<file path="src/rtl/csr_cfg_defines.svh">
`ifndef CSR_CFG_DEFINES_SVH
`define CSR_CFG_DEFINES_SVH

// ----------------------------------------
// Datapath widths
// ----------------------------------------
`define CSR_DATA_W 32
`define CSR_ADDR_W 32
`define CSR_SHIFT_W 5
// Array pointer spans two data words
`define CSR_PTR_W 64

// ----------------------------------------
// Window and FIFO sizing
// ----------------------------------------
`define CSR_SEQ_SLOTS 16
`define CSR_FIFO_DEPTH 32
`define CSR_FIFO_PROG_THRESH 16

// ----------------------------------------
// Relative slot numbers inside a window
// ----------------------------------------
`define CSR_SLOT_FLAGS 0
`define CSR_SLOT_INDEX_START 1
`define CSR_SLOT_INDEX_END 2
`define CSR_SLOT_STRIDE 3
`define CSR_SLOT_GRANULARITY 4
`define CSR_SLOT_CMD 5
`define CSR_SLOT_PTR_LO 8
`define CSR_SLOT_PTR_HI 9
`define CSR_SLOT_ARRAY_SIZE 10

`endif
</file>
<file path="src/rtl/csr_cfg_pkg.sv">
`include "csr_cfg_defines.svh"

package csr_cfg_pkg;

    // ----------------------------------------
    // Enumerations
    // ----------------------------------------

    // Kind of buffer a memory response belongs to
    typedef enum logic [1:0] {
        buf_none         = 2'd0,
        buf_cu_setup     = 2'd1,
        buf_engine_setup = 2'd2,
        buf_data         = 2'd3
    } buffer_kind_e;

    // Memory command opcode carried in slot 5
    typedef enum logic [1:0] {
        cmd_invalid = 2'd0,
        cmd_read    = 2'd1,
        cmd_write   = 2'd2,
        cmd_stream  = 2'd3
    } memory_cmd_e;

    // ----------------------------------------
    // Structures
    // ----------------------------------------

    // One tagged response word from memory
    typedef struct packed {
        logic                     valid;
        buffer_kind_e             kind;
        logic [`CSR_ADDR_W-1:0]   offset;
        logic [`CSR_SHIFT_W-1:0]  shift;
        logic [`CSR_DATA_W-1:0]   data;
    } mem_response_t;

    // Finished configuration record of the index engine
    typedef struct packed {
        logic                     increment;
        logic                     decrement;
        logic                     mode_sequence;
        logic                     mode_buffer;
        logic [`CSR_DATA_W-1:0]   index_start;
        logic [`CSR_DATA_W-1:0]   index_end;
        logic [`CSR_DATA_W-1:0]   stride;
        logic [`CSR_DATA_W-1:0]   granularity;
        memory_cmd_e              cmd;
        logic [`CSR_PTR_W-1:0]    array_pointer;
        logic [`CSR_DATA_W-1:0]   array_size;
    } csr_index_config_t;

    // Occupancy flags of a FIFO
    typedef struct packed {
        logic full;
        logic empty;
        logic prog_full;
    } fifo_status_t;

    // ----------------------------------------
    // Helpers
    // ----------------------------------------

    // Sequence number of a response, i.e. its offset in units of the shift
    function automatic logic [`CSR_ADDR_W-1:0] sequence_number(input mem_response_t word);
        return word.offset >> word.shift;
    endfunction

endpackage : csr_cfg_pkg

</file>
<file path="src/rtl/response_filter.sv">
`timescale 1ns/1ps
`include "csr_cfg_defines.svh"

module response_filter #(
    parameter int engine_slot = 0
) (
    input  logic                       ap_clk,
    input  logic                       areset_csr_index_generator,
    input  csr_cfg_pkg::mem_response_t response_in,
    output logic                       push,
    output csr_cfg_pkg::mem_response_t push_word
);

    // Window owned by this engine
    localparam logic [`CSR_ADDR_W-1:0] seq_min = `CSR_ADDR_W'(engine_slot * `CSR_SEQ_SLOTS);
    localparam logic [`CSR_ADDR_W-1:0] seq_max = seq_min + `CSR_ADDR_W'(`CSR_SEQ_SLOTS);

    csr_cfg_pkg::mem_response_t resp_q;
    logic                       resp_valid_q;
    logic [`CSR_ADDR_W-1:0]     seq;
    logic                       kind_ok;
    logic                       in_window;

    // ----------------------------------------
    // Input register
    // ----------------------------------------
    always_ff @(posedge ap_clk) begin
        if (areset_csr_index_generator) begin
            resp_valid_q <= 1'b0;
        end else begin
            resp_valid_q <= response_in.valid;
        end
    end

    always_ff @(posedge ap_clk) begin
        resp_q <= response_in;
    end

    // ----------------------------------------
    // Window filter
    // ----------------------------------------
    assign seq       = csr_cfg_pkg::sequence_number(resp_q);
    // Only setup traffic configures the engine
    assign kind_ok   = (resp_q.kind == csr_cfg_pkg::buf_cu_setup) ||
                       (resp_q.kind == csr_cfg_pkg::buf_engine_setup);
    assign in_window = (seq >= seq_min) && (seq < seq_max);
    assign push      = resp_valid_q & kind_ok & in_window;

    always_comb begin
        push_word       = resp_q;
        push_word.valid = resp_valid_q;
    end

endmodule : response_filter

</file>
<file path="config.mk">
export PLATFORM = sky130hd
export DESIGN_NAME = response_filter
export DESIGN_NICKNAME = d
export VERILOG_FILES = /design/src/rtl/csr_cfg_pkg.sv /design/src/rtl/response_filter.sv
export VERILOG_INCLUDE_DIRS = /design/src /design/src/rtl
export SDC_FILE = /design/constraint.sdc
export NUM_CORES = 1
export LEC_CHECK = 0
export ABC_AREA = 1
export BUFFER_PORTS_ARGS = -buffer_cell sky130_fd_sc_hd__buf_2
export CAP_MARGIN = 10
export CORE_MARGIN = 3
export CORE_UTILIZATION = 41
export DETAILED_ROUTE_END_ITERATION = 10
export GPL_ROUTABILITY_DRIVEN = 0
export PLACE_DENSITY_LB_ADDON = 0.05
export SYNTH_ARGS = -nofsm -noshare
export SYNTH_HDL_FRONTEND = slang
export SYNTH_SLANG_ARGS = --single-unit
</file>
<file path="constraint.sdc">
create_clock -name ap_clk -period 1.9 [get_ports ap_clk]
set_input_delay 0.285 -clock ap_clk [delete_from_list [all_inputs] [get_ports ap_clk]]
set_output_delay 0.285 -clock ap_clk [all_outputs]
set_load 0.1 [all_outputs]
</file>
==> impl_metrics.json <==
{
  "tritoncts": "done",
  "final_common_cell": "buf_2",
  "viasPerCell": 4.526,
  "finish.utilization_pct": 64.20,
  "yosysTopAreaCellShare_pct": 62.81,
  "synth_area_mm2": 0.002295,
  "hold_path_startpoint": "response_in[29]",
  "grt_pass1_vias": 2053,
  "ys_seq_elements": 72,
  "worst_slack_ns": -0.3059,
  "start_kind": "flop",
  "finalNetCount": 475,
  "hold_class": "in2reg",
  "antennaDiodeCount": 0,
  "hold_viol": 0,
  "num_io_pins": 147,
  "synthesis.nets": 322,
  "p_total_uw": 3790,
  "timing.critical_path.required_ns": 1.62,
  "grt_max_degree": 25,
  "ant_nets": 0,
  "worst-path-max-fanout": 12,
  "fmax_mhz": 453.3,
  "core_area_mm2": 0.005270,
  "fin_setup_tns_ns": -0.3059,
  "arrival_ns": 1.92,
  "clkTransAtPathRegs_ns": 0.07,
  "worst_pin_slew_ns": 0.5227,
  "clockRootBuffer": "clkbuf_8",
  "die_w_um": 80.81,
  "rsz0062_at_grt": "yes",
  "antenna_found_initial": 0,
  "avgSynthCellArea_um2": 9.253,
  "vias": 2150,
  "cts.sinks": 72,
  "synth_area_leader_cell": "dfxtp_1",
  "maxCapViolCount": 0,
  "die_y_um": 80.81,
  "port_buffers": 146,
  "synth.yosys.seq_area_share_pct": 62.81,
  "violations": "setup timing",
  "setup_viol": 1,
  "drc": 0,
  "placement_rows": 26,
  "layout-drive-gt1-share_pct": 47.65,
  "grt_pass1_wl_um": 9073,
  "wl_per_cell_um": 12.74,
  "maxSlewViolCount": 0,
  "layout_min_cycle_time_ns": 2.206,
  "drtIter0Drc": 104,
  "firstDrtPassIters": 4,
  "area_delta_synth_final_pct": 47.44,
  "crit_start": "push_word[32]",
  "post-dp-hpwl_um": 4632,
  "numCtsBuffers": 9,
  "max_slew_margin_pct": 65.40,
  "dpl_worst_slack_ns": 0.03297,
  "routed_wl_um": 6050,
  "powerDensity_mw_per_mm2": 1120,
  "clock_path_buffers": 2,
  "cts_setup_buffers": 0,
  "grt_overflow": 0,
  "grtUsageTotal_pct": 18.56,
  "start_util_pct": 43.54,
  "stdcell_count": 475,
  "htree_levels": 3,
  "ir_drop_mv": 0.7416,
  "yosysUniqueCellTypes": 22,
  "dp_cells": 459,
  "ys_warn_count": 0,
  "critPathKind": "reg2out",
  "post-route-period-util_pct": 116.1,
  "p_leak_uw": 0.001797,
  "netlist_instances": 248,
  "outcome": "finished, violations left",
  "mostFrequentLayoutCells": "145 x buf_2, 69 x dfxtp_1, 68 x nand2_1",
  "netlist_top_cells_area": "dfxtp_1 63%, nand2_1 13%, nand3_1 7.2%",
  "cp-end-kind": "primary output",
  "die-area_mm2": 0.006530
}
[Yosys cell counts, drive strengths merged]
cell,n
nand2,83
dfxtp,72
nand3,36
inv,16
buf,10
nand4,10
nor2,10
o21ai,6
a21oi,3
and2,1
xor2,1
[worst paths after layout]
kind	endpoint	slack, ns	cells after the start
min	push_word[29]	0.04	1
max	push	-0.31	11
[power by group]
part / switching (uW) / internal (uW)
Clock: 537 / 681
Sequential: 42.3 / 1590
Combinational: 761 / 179
Total: 1340 / 2450
[metrics by stage]
stage               area (um2)  hold WS (ns)
CTS                       3328       0.02483
finish                    3383       0.04266
detailed placement        3110        0.3885
global route              3383       0.01595
global placement          3110        0.3871
floorplan                 2313        0.3127
[final cells by class]
cell class / instances / area, um2
multi-input cells: 150 / 747.0
well taps: 70 / 87.58
fillers: 513 / 1887
clock inverters: 4 / 52.55
clock buffers: 11 / 152.6
flip-flops and latches: 72 / 1453
inverters: 16 / 70.07
repair buffers: 152 / 820.8
[cells by family after synthesis]
logic type	after synthesis	share of synthesized area, %
xor+xnor	1	0.3817
simple gates	140	27.92
flops	72	62.81
compound gates	9	2.290
buf+inv	26	6.597
[what timing repair did]
item                                    in CTS  in global routing
hold buffers                                 0                  0
endpoints found under the setup margin       1                  1
hold endpoints to repair                     0                  0
pin swaps                                    4                  8
cloned                                       0                  1
gates resized for setup                      5                 12
[flip-flops by register name, summed over array words and instances, names as in the netlist]
signal,flops
resp_valid_q,1
push_word,71
[metal layers]
layer | up-vias | part of all wire (%) | wire length (um) | global-route usage, %
met1 | 946 | 37 | 2253 | 19.01
met2 | 101 | 48 | 2934 | 29.97
met4 | 0 | 0.94 | 57 | 9.122
met5 | - | 0 | 0 | 0
met3 | 5 | 13 | 805 | 11.09
li1 | 1098 | - | - | -
[critical path: stages (launching register included)]
cell     delay [ns]
dfxtp_4        0.39
buf_12         0.16
nand2_2        0.07
nand3_1        0.07
nand3_1        0.11
nand2_1        0.07
nor2_1         0.12
nand2_1        0.08
nor2_2         0.09
nand2_2        0.07
a21oi_4        0.16
buf_12         0.19
(Power assumes the default switching activity.)
