$ cat config.mk
export PLATFORM = sky130hd
export DESIGN_NAME = config_assembler
export DESIGN_NICKNAME = d
export VERILOG_FILES = /design/src/rtl/csr_cfg_pkg.sv /design/src/rtl/config_assembler.sv
export VERILOG_INCLUDE_DIRS = /design/src /design/src/rtl
export SDC_FILE = /design/constraint.sdc
export NUM_CORES = 1
export LEC_CHECK = 0
export BUFFER_PORTS_ARGS = -buffer_cell sky130_fd_sc_hd__buf_2
export CAP_MARGIN = 10
export CORE_AREA = 5 5 186 188
export CTS_CLUSTER_SIZE = 20
export DETAILED_ROUTE_END_ITERATION = 6
export DIE_AREA = 0 0 191 193
export GPL_TIMING_DRIVEN = 1
export PLACE_DENSITY = 0.8
export SYNTH_ARGS = -nofsm -noshare
export SYNTH_HDL_FRONTEND = slang
export SYNTH_SLANG_ARGS = --single-unit
$ cat constraint.sdc
create_clock -name ap_clk -period 32.7 [get_ports ap_clk]
set_clock_uncertainty 0.05 [all_clocks]
set_input_delay 0 -clock ap_clk [delete_from_list [all_inputs] [get_ports ap_clk]]
set_output_delay 0 -clock ap_clk [all_outputs]
set_load 0.01 [all_outputs]
$ cat src/rtl/csr_cfg_defines.svh
`ifndef CSR_CFG_DEFINES_SVH
`define CSR_CFG_DEFINES_SVH

// ----------------------------------------
// Datapath widths
// ----------------------------------------
`define CSR_DATA_W 32
`define CSR_ADDR_W 32
`define CSR_SHIFT_W 5
// Array pointer spans two data words
`define CSR_PTR_W 64

// ----------------------------------------
// Window and FIFO sizing
// ----------------------------------------
`define CSR_SEQ_SLOTS 16
`define CSR_FIFO_DEPTH 32
`define CSR_FIFO_PROG_THRESH 16

// ----------------------------------------
// Relative slot numbers inside a window
// ----------------------------------------
`define CSR_SLOT_FLAGS 0
`define CSR_SLOT_INDEX_START 1
`define CSR_SLOT_INDEX_END 2
`define CSR_SLOT_STRIDE 3
`define CSR_SLOT_GRANULARITY 4
`define CSR_SLOT_CMD 5
`define CSR_SLOT_PTR_LO 8
`define CSR_SLOT_PTR_HI 9
`define CSR_SLOT_ARRAY_SIZE 10

`endif
$ cat src/rtl/csr_cfg_pkg.sv
`include "csr_cfg_defines.svh"

package csr_cfg_pkg;

    // ----------------------------------------
    // Enumerations
    // ----------------------------------------

    // Kind of buffer a memory response belongs to
    typedef enum logic [1:0] {
        buf_none         = 2'd0,
        buf_cu_setup     = 2'd1,
        buf_engine_setup = 2'd2,
        buf_data         = 2'd3
    } buffer_kind_e;

    // Memory command opcode carried in slot 5
    typedef enum logic [1:0] {
        cmd_invalid = 2'd0,
        cmd_read    = 2'd1,
        cmd_write   = 2'd2,
        cmd_stream  = 2'd3
    } memory_cmd_e;

    // ----------------------------------------
    // Structures
    // ----------------------------------------

    // One tagged response word from memory
    typedef struct packed {
        logic                     valid;
        buffer_kind_e             kind;
        logic [`CSR_ADDR_W-1:0]   offset;
        logic [`CSR_SHIFT_W-1:0]  shift;
        logic [`CSR_DATA_W-1:0]   data;
    } mem_response_t;

    // Finished configuration record of the index engine
    typedef struct packed {
        logic                     increment;
        logic                     decrement;
        logic                     mode_sequence;
        logic                     mode_buffer;
        logic [`CSR_DATA_W-1:0]   index_start;
        logic [`CSR_DATA_W-1:0]   index_end;
        logic [`CSR_DATA_W-1:0]   stride;
        logic [`CSR_DATA_W-1:0]   granularity;
        memory_cmd_e              cmd;
        logic [`CSR_PTR_W-1:0]    array_pointer;
        logic [`CSR_DATA_W-1:0]   array_size;
    } csr_index_config_t;

    // Occupancy flags of a FIFO
    typedef struct packed {
        logic full;
        logic empty;
        logic prog_full;
    } fifo_status_t;

    // ----------------------------------------
    // Helpers
    // ----------------------------------------

    // Sequence number of a response, i.e. its offset in units of the shift
    function automatic logic [`CSR_ADDR_W-1:0] sequence_number(input mem_response_t word);
        return word.offset >> word.shift;
    endfunction

endpackage : csr_cfg_pkg

$ cat src/rtl/config_assembler.sv
`timescale 1ns/1ps
`include "csr_cfg_defines.svh"

module config_assembler #(
    parameter int engine_slot = 0
) (
    input  logic                           ap_clk,
    input  logic                           areset_csr_index_generator,
    input  logic                           response_drain,
    input  logic                           config_fifo_prog_full,
    output logic                           rd_en,
    input  logic                           rd_valid,
    input  csr_cfg_pkg::mem_response_t     rd_data,
    output logic                           push,
    output csr_cfg_pkg::csr_index_config_t config_word
);

    localparam int slot_w = $clog2(`CSR_SEQ_SLOTS);
    localparam logic [`CSR_ADDR_W-1:0] seq_min = `CSR_ADDR_W'(engine_slot * `CSR_SEQ_SLOTS);

    logic [`CSR_SEQ_SLOTS-1:0]      slot_mask;
    logic [`CSR_SEQ_SLOTS-1:0]      slot_hit;
    logic                           mask_full;
    logic [`CSR_ADDR_W-1:0]         seq_rel;
    logic [slot_w-1:0]              rel_slot;
    logic [`CSR_DATA_W-1:0]         word;
    csr_cfg_pkg::csr_index_config_t record_q;

    // ----------------------------------------
    // Pop control
    // ----------------------------------------
    assign mask_full = &slot_mask;
    // Hold off while a record waits to go out or downstream is backing up
    assign rd_en     = response_drain & ~mask_full & ~config_fifo_prog_full;

    // Slot of the word coming out of the response FIFO
    assign seq_rel  = csr_cfg_pkg::sequence_number(rd_data) - seq_min;
    assign rel_slot = seq_rel[slot_w-1:0];
    assign word     = rd_data.data;

    always_comb begin
        slot_hit = '0;
        if (rd_valid) begin
            slot_hit[rel_slot] = 1'b1;
        end
    end

    // ----------------------------------------
    // Slot mask and push strobe
    // ----------------------------------------
    always_ff @(posedge ap_clk) begin
        if (areset_csr_index_generator) begin
            slot_mask <= '0;
            push      <= 1'b0;
        end else begin
            push <= mask_full;
            // A word popped just before the pause starts the next record
            if (mask_full) begin
                slot_mask <= slot_hit;
            end else begin
                slot_mask <= slot_mask | slot_hit;
            end
        end
    end

    // ----------------------------------------
    // Field decode
    // ----------------------------------------
    always_ff @(posedge ap_clk) begin
        if (rd_valid) begin
            case (rel_slot)
                `CSR_SLOT_FLAGS: begin
                    record_q.increment     <= word[0];
                    record_q.decrement     <= word[1];
                    record_q.mode_sequence <= word[2];
                    record_q.mode_buffer   <= word[3];
                end
                `CSR_SLOT_INDEX_START: begin
                    record_q.index_start <= word;
                end
                `CSR_SLOT_INDEX_END: begin
                    record_q.index_end <= word;
                end
                `CSR_SLOT_STRIDE: begin
                    record_q.stride <= word;
                end
                `CSR_SLOT_GRANULARITY: begin
                    record_q.granularity <= word;
                end
                `CSR_SLOT_CMD: begin
                    record_q.cmd <= csr_cfg_pkg::memory_cmd_e'(word[1:0]);
                end
                `CSR_SLOT_PTR_LO: begin
                    record_q.array_pointer[`CSR_DATA_W-1:0] <= word;
                end
                `CSR_SLOT_PTR_HI: begin
                    record_q.array_pointer[`CSR_PTR_W-1:`CSR_DATA_W] <= word;
                end
                `CSR_SLOT_ARRAY_SIZE: begin
                    record_q.array_size <= word;
                end
                // Remaining slots only mark arrival
                default: begin
                    record_q <= record_q;
                end
            endcase
        end
    end

    // Snapshot of the complete record, aligned with push
    always_ff @(posedge ap_clk) begin
        if (mask_full) begin
            config_word <= record_q;
        end
    end

    // ----------------------------------------
    // Checks
    // ----------------------------------------
    push_needs_full_mask : assert property (
        @(posedge ap_clk) disable iff (areset_csr_index_generator)
        push |-> $past(mask_full)
    ) else $error("config_assembler: record pushed with incomplete slot mask");

    // Only the low bits of the relative slot select a field
    word_in_window : assert property (
        @(posedge ap_clk) disable iff (areset_csr_index_generator)
        rd_valid |-> (seq_rel < `CSR_ADDR_W'(`CSR_SEQ_SLOTS))
    ) else $error("config_assembler: popped word lies outside the engine window");

endmodule : config_assembler

==> flow_summary.ini <==
[outcome]
status = finished clean

[placement]
gp_congestion = 0.795
hpwl_um = 19000
port_buffers = 305

[global_route]
grt-ovfl-total = 0
grt_pass1_vias = 7592
antenna_found_initial = 0
grtUsageTotal_pct = 17.6
grt_max_degree = 186
grt_pass1_wl_um = 47300

[yosys]
ys_ff_latch = 477
synth_top_area_cell = edfxtp_1
synth-seq-area-share_pct = 89.8
synth_area_leaders = edfxtp_1, mux4_2, mux4_1, dfxtp_1, mux2i_1
synth.distinct_cells = 31
syn-instance-count = 635
synth_top_area_share_pct = 87.6
synth_area_sq_mm = 0.0158
synth_fp_nets = 712
syn_area_per_cell_sq_um = 24.8
synth_warnings = 0

[layout]
diodes = 0
nNetsFinal = 1092
drive_gt1_share_pct = 40.3
n_fill_cell = 2262
synthToLayoutAreaGrowth_pct = 24.9

[critical_path]
path_max_fanout = 32
path_class = in -> reg
start_kind = primary input
required_ns = 32.81
crit_path_end_kind = flip-flop
worstPathArrival_ns = 3.06

[sta]
finalHoldViolCount = 0
report.final.setup_viol = 0
tns_ns = 0
finalCritPeriodShare_pct = 9.01
grt_setup_unrepaired = no
drv_slew = 0
whs_ns = 0.143
relSlewSlack_pct = 27.3
fmax_ghz = 0.339
worst_pin_slew_ns = 1.09
min_period_ns = 2.95

[cts]
cts_made_buffers = 41
root_buffer = clkbuf_16
path_clk_slew_ns = 0.07
clock-sinks = 477
h-tree-depth = 2
clockBufferDepth = 3
cts_tree = yes
cts-resized-gates = 0
insertion_delay_ns = 0.53

[routing]
top_layer = met4
met2WireLength_um = 17500
drt-met1-wl_um = 12200
wl_um = 33200
vias = 7541
ant_nets = 0
viasPerCell = 5.05
wl_met3_um = 2610
dr.pass1.iters = 5
wl_per_cell_um = 22.2
drt-initial-drc-count = 563
drc = 0

[power_and_ir_drop]
ir_worst_vdd_mv = 0.0347
leakage_nw = 6.92
powerDensity_mw_per_mm2 = 63.4

[die]
die_x_um = 191
io-pin-count = 309
core_region_area_sq_mm = 0.0329
start_util_pct = 47.8
die-area_sq_mm = 0.0369
die_h_um = 193
rows = 67

[run]
drv_cap = 0

[worst_hold_path]
min_path_type = in -> reg
[synthesized netlist by cell type]
cell type	count
a221oi_1	1
a22o_1	1
a31o_2	1
buf_12	1
buf_2	6
buf_4	1
buf_6	1
clkbuf_1	4
dfxtp_1	17
edfxtp_1	460
inv_1	2
mux2_2	11
mux2i_1	17
mux4_1	13
mux4_2	18
nand2_1	32
nand2b_1	2
nand4_1	4
nor2_1	4
nor2b_1	3
nor3_1	8
nor3b_1	1
nor4_1	1
nor4b_2	2
o21ai_1	2
o21bai_1	1
o31ai_1	16
o32ai_1	1
or2_2	2
or3_1	1
or3b_2	1
[layout make-up]
cell class                 count  area (sq um)  area share [%]
sequential                   477         14200            71.9
multi-input combinational    143          1560            7.93
tap                          448           561            2.85
clock buffer                  50          1100            5.60
inverter                       2          7.51          0.0381
clock inverter                24           343            1.74
timing repair buffer         350          1960            9.96
[worst paths after layout]
check                      from                to  slack, ns  cells past startpoint
hold / removal      rd_data[36]      slot_mask[6]       0.14                      3
setup reg to reg   slot_mask[6]      slot_mask[9]      30.18                      6
setup / recovery    rd_data[33]     record_q[119]      29.75                      7
hold reg to reg   record_q[180]  config_word[180]       0.36                      0
[timing repair]
action,in CTS,in global routing
hold endpoints to repair,249,0
setup buffers,0,0
endpoints found under the setup margin,0,0
hold buffers,34,0
[sequential cells by signal (all words and copies together), names as in the netlist]
name and count:
config_word 230, push 1, record_q 230, slot_mask 16
[cells by family after synthesis]
logic type             after synthesis  share of synthesized area [%]
AO/OA/AOI/OAI                       23                           1.10
buffers and inverters               15                          0.580
multiplexers                        59                           6.60
flip-flops                         477                           89.8
AND/OR/NAND/NOR                     61                           1.92
[cells in the final DEF (no fill, tap or decap), types with 11 or more instances in the layout]
master         netlist  routed
buf_2                6     305
clkbuf_16            0      43
dfxtp_1             17      17
dlygate4sd3_1        0      34
edfxtp_1           460     460
mux2_2              11      11
mux2i_1             17      17
mux4_1              13      13
mux4_2              18      18
nand2_1             32      32
o31ai_1             16      16
[metal layers]
metal	vias to the layer above	GRT usage, %
met5	-	0
met4	0	5.66
met3	64	3.22
met2	416	31.6
met1	3701	21.8
li1	3360	-
[where the power goes]
group / leakage [nW] / internal (W) / switching [W]
registers: 4.28 / 0.000685 / 0.00000442
clock network: 0.694 / 0.000306 / 0.000208
logic: 1.95 / 0.0000185 / 0.0000274
total: 6.92 / 0.00101 / 0.000240
[critical path: stages]
cell and delay (ns):
buf_2 0.49, mux4_1 0.70, mux2i_1 0.26, nand2_1 0.10, mux4_2 0.62, nor4b_4 0.28
buf_4 0.57
[stage by stage]
| step | cells | utilization [%] | total power (W) | worst slack, ns | area [sq um] |
|---|---|---|---|---|---|
| after floorplan | 635 | - | 0.000725 | 6.43 | 15800 |
| after global placement | 1386 | 54.3 | 0.000741 | 29.28 | 17900 |
| after detailed placement | 1386 | 54.3 | 0.000744 | 29.21 | 17900 |
| after CTS | 1494 | 59.8 | 0.00125 | 29.76 | 19700 |
| after global routing | 1494 | 59.8 | 0.00129 | 29.65 | 19700 |
| final | 1494 | 59.8 | 0.00125 | 29.75 | 19700 |
Power figures use the tool's default switching activity.
