[src/rtl/csr_cfg_defines.svh]
`ifndef CSR_CFG_DEFINES_SVH
`define CSR_CFG_DEFINES_SVH

// ----------------------------------------
// Datapath widths
// ----------------------------------------
`define CSR_DATA_W 32
`define CSR_ADDR_W 32
`define CSR_SHIFT_W 5
// Array pointer spans two data words
`define CSR_PTR_W 64

// ----------------------------------------
// Window and FIFO sizing
// ----------------------------------------
`define CSR_SEQ_SLOTS 16
`define CSR_FIFO_DEPTH 32
`define CSR_FIFO_PROG_THRESH 16

// ----------------------------------------
// Relative slot numbers inside a window
// ----------------------------------------
`define CSR_SLOT_FLAGS 0
`define CSR_SLOT_INDEX_START 1
`define CSR_SLOT_INDEX_END 2
`define CSR_SLOT_STRIDE 3
`define CSR_SLOT_GRANULARITY 4
`define CSR_SLOT_CMD 5
`define CSR_SLOT_PTR_LO 8
`define CSR_SLOT_PTR_HI 9
`define CSR_SLOT_ARRAY_SIZE 10

`endif
[src/rtl/csr_cfg_pkg.sv]
`include "csr_cfg_defines.svh"

package csr_cfg_pkg;

    // ----------------------------------------
    // Enumerations
    // ----------------------------------------

    // Kind of buffer a memory response belongs to
    typedef enum logic [1:0] {
        buf_none         = 2'd0,
        buf_cu_setup     = 2'd1,
        buf_engine_setup = 2'd2,
        buf_data         = 2'd3
    } buffer_kind_e;

    // Memory command opcode carried in slot 5
    typedef enum logic [1:0] {
        cmd_invalid = 2'd0,
        cmd_read    = 2'd1,
        cmd_write   = 2'd2,
        cmd_stream  = 2'd3
    } memory_cmd_e;

    // ----------------------------------------
    // Structures
    // ----------------------------------------

    // One tagged response word from memory
    typedef struct packed {
        logic                     valid;
        buffer_kind_e             kind;
        logic [`CSR_ADDR_W-1:0]   offset;
        logic [`CSR_SHIFT_W-1:0]  shift;
        logic [`CSR_DATA_W-1:0]   data;
    } mem_response_t;

    // Finished configuration record of the index engine
    typedef struct packed {
        logic                     increment;
        logic                     decrement;
        logic                     mode_sequence;
        logic                     mode_buffer;
        logic [`CSR_DATA_W-1:0]   index_start;
        logic [`CSR_DATA_W-1:0]   index_end;
        logic [`CSR_DATA_W-1:0]   stride;
        logic [`CSR_DATA_W-1:0]   granularity;
        memory_cmd_e              cmd;
        logic [`CSR_PTR_W-1:0]    array_pointer;
        logic [`CSR_DATA_W-1:0]   array_size;
    } csr_index_config_t;

    // Occupancy flags of a FIFO
    typedef struct packed {
        logic full;
        logic empty;
        logic prog_full;
    } fifo_status_t;

    // ----------------------------------------
    // Helpers
    // ----------------------------------------

    // Sequence number of a response, i.e. its offset in units of the shift
    function automatic logic [`CSR_ADDR_W-1:0] sequence_number(input mem_response_t word);
        return word.offset >> word.shift;
    endfunction

endpackage : csr_cfg_pkg

[src/rtl/sync_fifo.sv]
`timescale 1ns/1ps

module sync_fifo #(
    parameter int width       = 32,
    parameter int depth       = 32,
    parameter int prog_thresh = 16
) (
    input  logic                      ap_clk,
    input  logic                      areset_csr_index_generator,
    input  logic                      push,
    input  logic [width-1:0]          wr_data,
    input  logic                      rd_en,
    output logic [width-1:0]          rd_data,
    output logic                      rd_valid,
    output csr_cfg_pkg::fifo_status_t status
);

    localparam int addr_w = (depth > 1) ? $clog2(depth) : 1;

    logic [width-1:0]  mem [depth];
    logic [addr_w-1:0] wr_ptr;
    logic [addr_w-1:0] rd_ptr;
    logic [addr_w:0]   count;
    logic              wr_accept;
    logic              rd_accept;

    // ----------------------------------------
    // Flags and accept strobes
    // ----------------------------------------
    always_comb begin
        status.full      = (count == depth);
        status.empty     = (count == 0);
        status.prog_full = (count >= prog_thresh);
    end

    // A push into a full FIFO is dropped
    assign wr_accept = push & ~status.full;
    assign rd_accept = rd_en & ~status.empty;

    // ----------------------------------------
    // Pointers and occupancy
    // ----------------------------------------
    always_ff @(posedge ap_clk) begin
        if (areset_csr_index_generator) begin
            wr_ptr   <= '0;
            rd_ptr   <= '0;
            count    <= '0;
            rd_valid <= 1'b0;
        end else begin
            rd_valid <= rd_accept;
            if (wr_accept) begin
                wr_ptr <= (wr_ptr == addr_w'(depth - 1)) ? '0 : wr_ptr + 1'b1;
            end
            if (rd_accept) begin
                rd_ptr <= (rd_ptr == addr_w'(depth - 1)) ? '0 : rd_ptr + 1'b1;
            end
            case ({wr_accept, rd_accept})
                2'b10:   count <= count + 1'b1;
                2'b01:   count <= count - 1'b1;
                default: count <= count;
            endcase
        end
    end

    // Storage and read data
    always_ff @(posedge ap_clk) begin
        if (wr_accept) begin
            mem[wr_ptr] <= wr_data;
        end
        if (rd_accept) begin
            rd_data <= mem[rd_ptr];
        end
    end

    // ----------------------------------------
    // Checks
    // ----------------------------------------
    push_while_full : assert property (
        @(posedge ap_clk) disable iff (areset_csr_index_generator)
        !(push && status.full)
    ) else $error("sync_fifo: push while full, word lost");

endmodule : sync_fifo

[config.mk]
export PLATFORM = sky130hd
export DESIGN_NAME = sync_fifo
export DESIGN_NICKNAME = d
export VERILOG_FILES = /design/src/rtl/csr_cfg_pkg.sv /design/src/rtl/sync_fifo.sv
export VERILOG_INCLUDE_DIRS = /design/src /design/src/rtl
export SDC_FILE = /design/constraint.sdc
export NUM_CORES = 1
export LEC_CHECK = 0
export BUFFER_PORTS_ARGS = -buffer_cell sky130_fd_sc_hd__buf_2
export CAP_MARGIN = 15
export CELL_PAD_IN_SITES_DETAIL_PLACEMENT = 2
export CELL_PAD_IN_SITES_GLOBAL_PLACEMENT = 2
export CORE_ASPECT_RATIO = 2
export CORE_MARGIN = 2
export CORE_UTILIZATION = 54
export CTS_BUF_LIST = sky130_fd_sc_hd__clkbuf_16
export DETAILED_ROUTE_END_ITERATION = 16
export GPL_ROUTABILITY_DRIVEN = 0
export PLACE_DENSITY_LB_ADDON = 0.1
export SYNTH_ARGS = -nofsm -noshare
export SYNTH_HDL_FRONTEND = slang
export SYNTH_SLANG_ARGS = --single-unit
[constraint.sdc]
create_clock -name ap_clk -period 7 [get_ports ap_clk]
set_input_delay 2.1 -clock ap_clk [delete_from_list [all_inputs] [get_ports ap_clk]]
set_output_delay 2.1 -clock ap_clk [all_outputs]
set_load 0.05 [all_outputs]
==> results.sh, run 1 <==
export IMPL_ys_flop_type="edfxtp_1"
export IMPL_tool_error="[ERROR DPL-0033] detailed placement checks failed during check placement."
export IMPL_die_h_um=392.6
export IMPL_muxShareOfSynthArea_pct=13.86
export IMPL_synth_edf_count=1056
export IMPL_synthXorXnorAreaFrac_pct=0.04296
export IMPL_synthCells=1871
export IMPL_yosys_warnings=0
export IMPL_synth_compound_area_share_pct=4.416
export IMPL_synth_adder_area_share_pct=0.4174
export IMPL_synth_most_common_cell="edfxtp_1"
export IMPL_portBuffers=71
export IMPL_start_util_pct=54.51
export IMPL_synth_nets=1920
export IMPL_synth_commonest_cells="1056 x edfxtp_1, 193 x mux4_2, 129 x mux2i_1, 93 x a22oi_1, 73 x a21oi_1"
export IMPL_ys_seq_area_share_pct=78.61
export IMPL_synthArstFlopShare_pct=0
export IMPL_avgSynthCellArea_um2=21.79
export IMPL_status="stopped before the end"
export IMPL_netlist_area_mm2=0.04077
export IMPL_core_rowCount=142
export IMPL_yosysTopAreaCellShare_pct=77.78
export IMPL_die_width_um=198.3
export IMPL_ys_seq_elements=1073
export IMPL_synth_top_family_by_area="multiplexers"
export IMPL_synth_simple_area_share_pct=1.132
export IMPL_yosysTopAreaCell="edfxtp_1"
export IMPL_hpwlAfterDp_um=78010
export IMPL_yosysUniqueCellTypes=50
export IMPL_lastStage="detailed placement"
export IMPL_synthTopCellsByArea="edfxtp_1 78%, mux4_2 11%, mux2i_1 3.2%"
export IMPL_ios=72
-- kinds of logic after synthesis --
group,Yosys count
and+or+nand+nor,93
AOI/OAI and AO/OA,251
DFF,1073
xor gates and xnor gates,2
muxes,323
buffers and inverters,116
adders and majority gates,13
-- per-stage QoR --
stage | worst slack [ns] | area [µm²]
floorplan | 2.376 | 40770
global placement | 2.071 | 42370
==> inputs of run 2 (changes only) <==
CELL_PAD_IN_SITES_DETAIL_PLACEMENT = unset   (was 2)
CELL_PAD_IN_SITES_GLOBAL_PLACEMENT = unset   (was 2)
CORE_ASPECT_RATIO = unset   (was 2)
CORE_UTILIZATION = 40   (was 54)
CTS_BUF_LIST = unset   (was sky130_fd_sc_hd__clkbuf_16)
PLACE_DENSITY_LB_ADDON = 0.15   (was 0.1)
==> results.sh, run 2 <==
export IMPL_clkTransAtPathRegs_ns=0.06
export IMPL_swShare_pct=28.35
export IMPL_drt_first_pass_iters=7
export IMPL_grt_pass1_wl_um=147800
export IMPL_setup_ws_ns=2.845
export IMPL_finalSetupViolCount=0
export IMPL_placed_area_mm2=0.04284
export IMPL_p_sw_mw=4.687
export IMPL_avgSynthCellArea_um2=21.79
export IMPL_synth_commonest_cells="1056 x edfxtp_1, 193 x mux4_2, 129 x mux2i_1, 93 x a22oi_1, 73 x a21oi_1"
export IMPL_yosys_warnings=0
export IMPL_synth_nets=1920
export IMPL_postCtsHoldBufs=0
export IMPL_cts_sink_count=1073
export IMPL_core_rowCount=117
export IMPL_fin_crit_sh_pct=59.35
export IMPL_cpLargestDelayFamily="simple AND/OR/NAND/NOR gates"
export IMPL_fmax_ghz=0.2407
export IMPL_die_width_um=323.3
export IMPL_final_antenna_net_count=0
export IMPL_start_util_pct=40.19
export IMPL_worst_pin_slew_ns=1.163
export IMPL_p_leak_nw=14.16
export IMPL_power_density_mw_per_mm2=354.9
export IMPL_slowest_stage="or4_4"
export IMPL_multi_input_area_mm2=0.008374
export IMPL_cts_resized=0
export IMPL_hpwlAfterDp_um=61780
export IMPL_seqCellArea_mm2=0.03206
export IMPL_maxCapViolations=0
export IMPL_synth_edf_count=1056
export IMPL_clk_path_buf_depth=3
export IMPL_use_met1_pct=30.74
export IMPL_tns_ns=0
export IMPL_cp_num_buf_inv=1
export IMPL_cts_tree="yes"
export IMPL_cp_data_required_time_ns=4.90
export IMPL_cp_data_arrival_time_ns=2.05
export IMPL_remaining_drc_errors=0
export IMPL_antenna_found_initial=10
export IMPL_yosysTopAreaCell="edfxtp_1"
export IMPL_cts_buffers=111
export IMPL_mostFrequentLayoutCells="1056 x edfxtp_1, 193 x mux4_2, 129 x mux2i_1"
export IMPL_slew_viol_final=0
export IMPL_p_total_mw=16.53
export IMPL_fin_area_mm2=0.04659
export IMPL_use_met3_pct=3.744
export IMPL_cts_setup_buffers=0
export IMPL_critical_path_class="register to primary output"
export IMPL_pre_cts_slack_ns=2.404
export IMPL_slew_headroom_pct=22.29
export IMPL_finalClockSkew_ns=0.02722
export IMPL_initialDrtViolationCount=2184
export IMPL_ys_seq_area_share_pct=78.61
export IMPL_largest_register_ffs=1024
export IMPL_hold_start="count[3]"
export IMPL_portBuffers=71
export IMPL_synthTopCellsByArea="edfxtp_1 78%, mux4_2 11%, mux2i_1 3.2%"
export IMPL_synth_most_common_cell="edfxtp_1"
export IMPL_htree_levels=3
export IMPL_area_growth_pct=14.26
export IMPL_ys_flop_type="edfxtp_1"
export IMPL_die_h_um=323.3
export IMPL_startpoint_type="register"
export IMPL_yosysTopAreaCellShare_pct=77.78
export IMPL_globalRouteTotalUtil_pct=20.03
export IMPL_hold_viol=0
export IMPL_cp_max_fo=4
export IMPL_netlist_area_mm2=0.04077
export IMPL_crit_path_start="count[1]"
export IMPL_pwr_share_clk_pct=34.6
export IMPL_grt_pass1_vias=19549
export IMPL_crit_chain="or4_4, nor3_1, buf_2"
export IMPL_max_stage_delay_ns=0.59
export IMPL_hp_class="register to register"
export IMPL_vias=19536
export IMPL_grtUsageMet2_pct=29.86
export IMPL_grt_max_degree=120
export IMPL_cts_root_buf="clkbuf_16"
export IMPL_status="finished clean"
export IMPL_insertion_delay_ns=0.68
export IMPL_ys_seq_elements=1073
export IMPL_grt_ovfl_total=0
export IMPL_rsz0062_at_grt="no"
export IMPL_ios=72
export IMPL_synthCells=1871
export IMPL_die_area_mm2=0.1045
export IMPL_comb_power_share_pct=20.1
export IMPL_reg_top3="mem (1024), rd_data (32), count (6)"
export IMPL_routed_wl_um=103900
export IMPL_r2r_start="rd_ptr[0]"
export IMPL_n_fill_cell=8455
export IMPL_yosysUniqueCellTypes=50
export IMPL_vdd_ir_drop_max_uv=299.5
export IMPL_mostFrequentLayoutCell="edfxtp_1"
export IMPL_p_seq_share_pct=45.3
export IMPL_avgRoutedWirePerCell_um=30.17
export IMPL_routed_via_density=5.672
export IMPL_period_needed_ns=4.155
export IMPL_drive_above_1_share_pct=24.39
export IMPL_final_nets=2032
export IMPL_largest_register="mem"
export IMPL_core_area_mm2=0.1014
export IMPL_internal_power_mw=11.85
export IMPL_grt_busiest_layer="met1"
export IMPL_synthArstFlopShare_pct=0
export IMPL_critPathCaptureType="primary output"
## run 2: cell type report
class / count / share of cell area [%]
clock inverters: 69 / 1.284
diodes: 1 / 0.005372
multi-input cells: 682 / 17.98
well taps: 1368 / 3.674
inverters: 9 / 0.08326
flip-flops and latches: 1073 / 68.83
repair buffers: 106 / 1.896
clock buffers: 136 / 6.255
## run 2: logic make-up (layout without fill, tap and decap cells)
family | Yosys count | count (layout) | synth area share, %
multiplexers | 323 | 323 | 13.86
buffers and inverters | 116 | 320 | 1.522
flip-flops | 1073 | 1073 | 78.61
adder cells (fa/ha/maj) | 13 | 13 | 0.4174
AND/OR/NAND/NOR | 93 | 93 | 1.132
other | 0 | 1 | 0
XOR/XNOR | 2 | 2 | 0.04297
AO/OA/AOI/OAI | 251 | 251 | 4.416
## run 2: final timing paths
kind / to / slack [ns] / cells past startpoint
min reg2reg: count[3] / 0.49 / 2
max reg2reg: rd_data[18] / 3.47 / 4
max: status[1] / 2.85 / 3
min: count[3] / 0.49 / 2
## run 2: metrics by stage
stage | util, % | instances | hold WS [ns]
after floorplan | - | 1871 | 0.4586
after global placement | 42.11 | 3223 | 0.4827
after detailed placement | 42.23 | 3228 | 0.4833
after CTS | 45.69 | 3433 | 0.4956
after global routing | 45.92 | 3443 | 0.5093
final | 45.92 | 3444 | 0.4944
## run 2: worst min-delay path, cell delays in order (launching register included)
cell and delay, ns:
dfxtp_1 0.32, nand2_1 0.07, a21oi_1 0.05
## run 2: routing by layer
metal / wire length (µm) / up-vias / share of wire [%]
li1: - / 8199 / -
met1: 47490 / 10520 / 46
met2: 47110 / 691 / 45
met4: 1724 / 0 / 1.7
met3: 7586 / 126 / 7.3
met5: 0 / - / 0
## run 2: power by group through the flow
stage               clock network, mW  logic (mW)  registers, mW
CTS                              5.81        3.38           7.50
finish                           5.72        3.32           7.49
global route                     6.07        3.53           7.51
detailed placement                  0        3.37           7.63
floorplan                           0        2.02           7.85
global placement                    0        3.34           7.63
(Power assumes the default switching activity.)
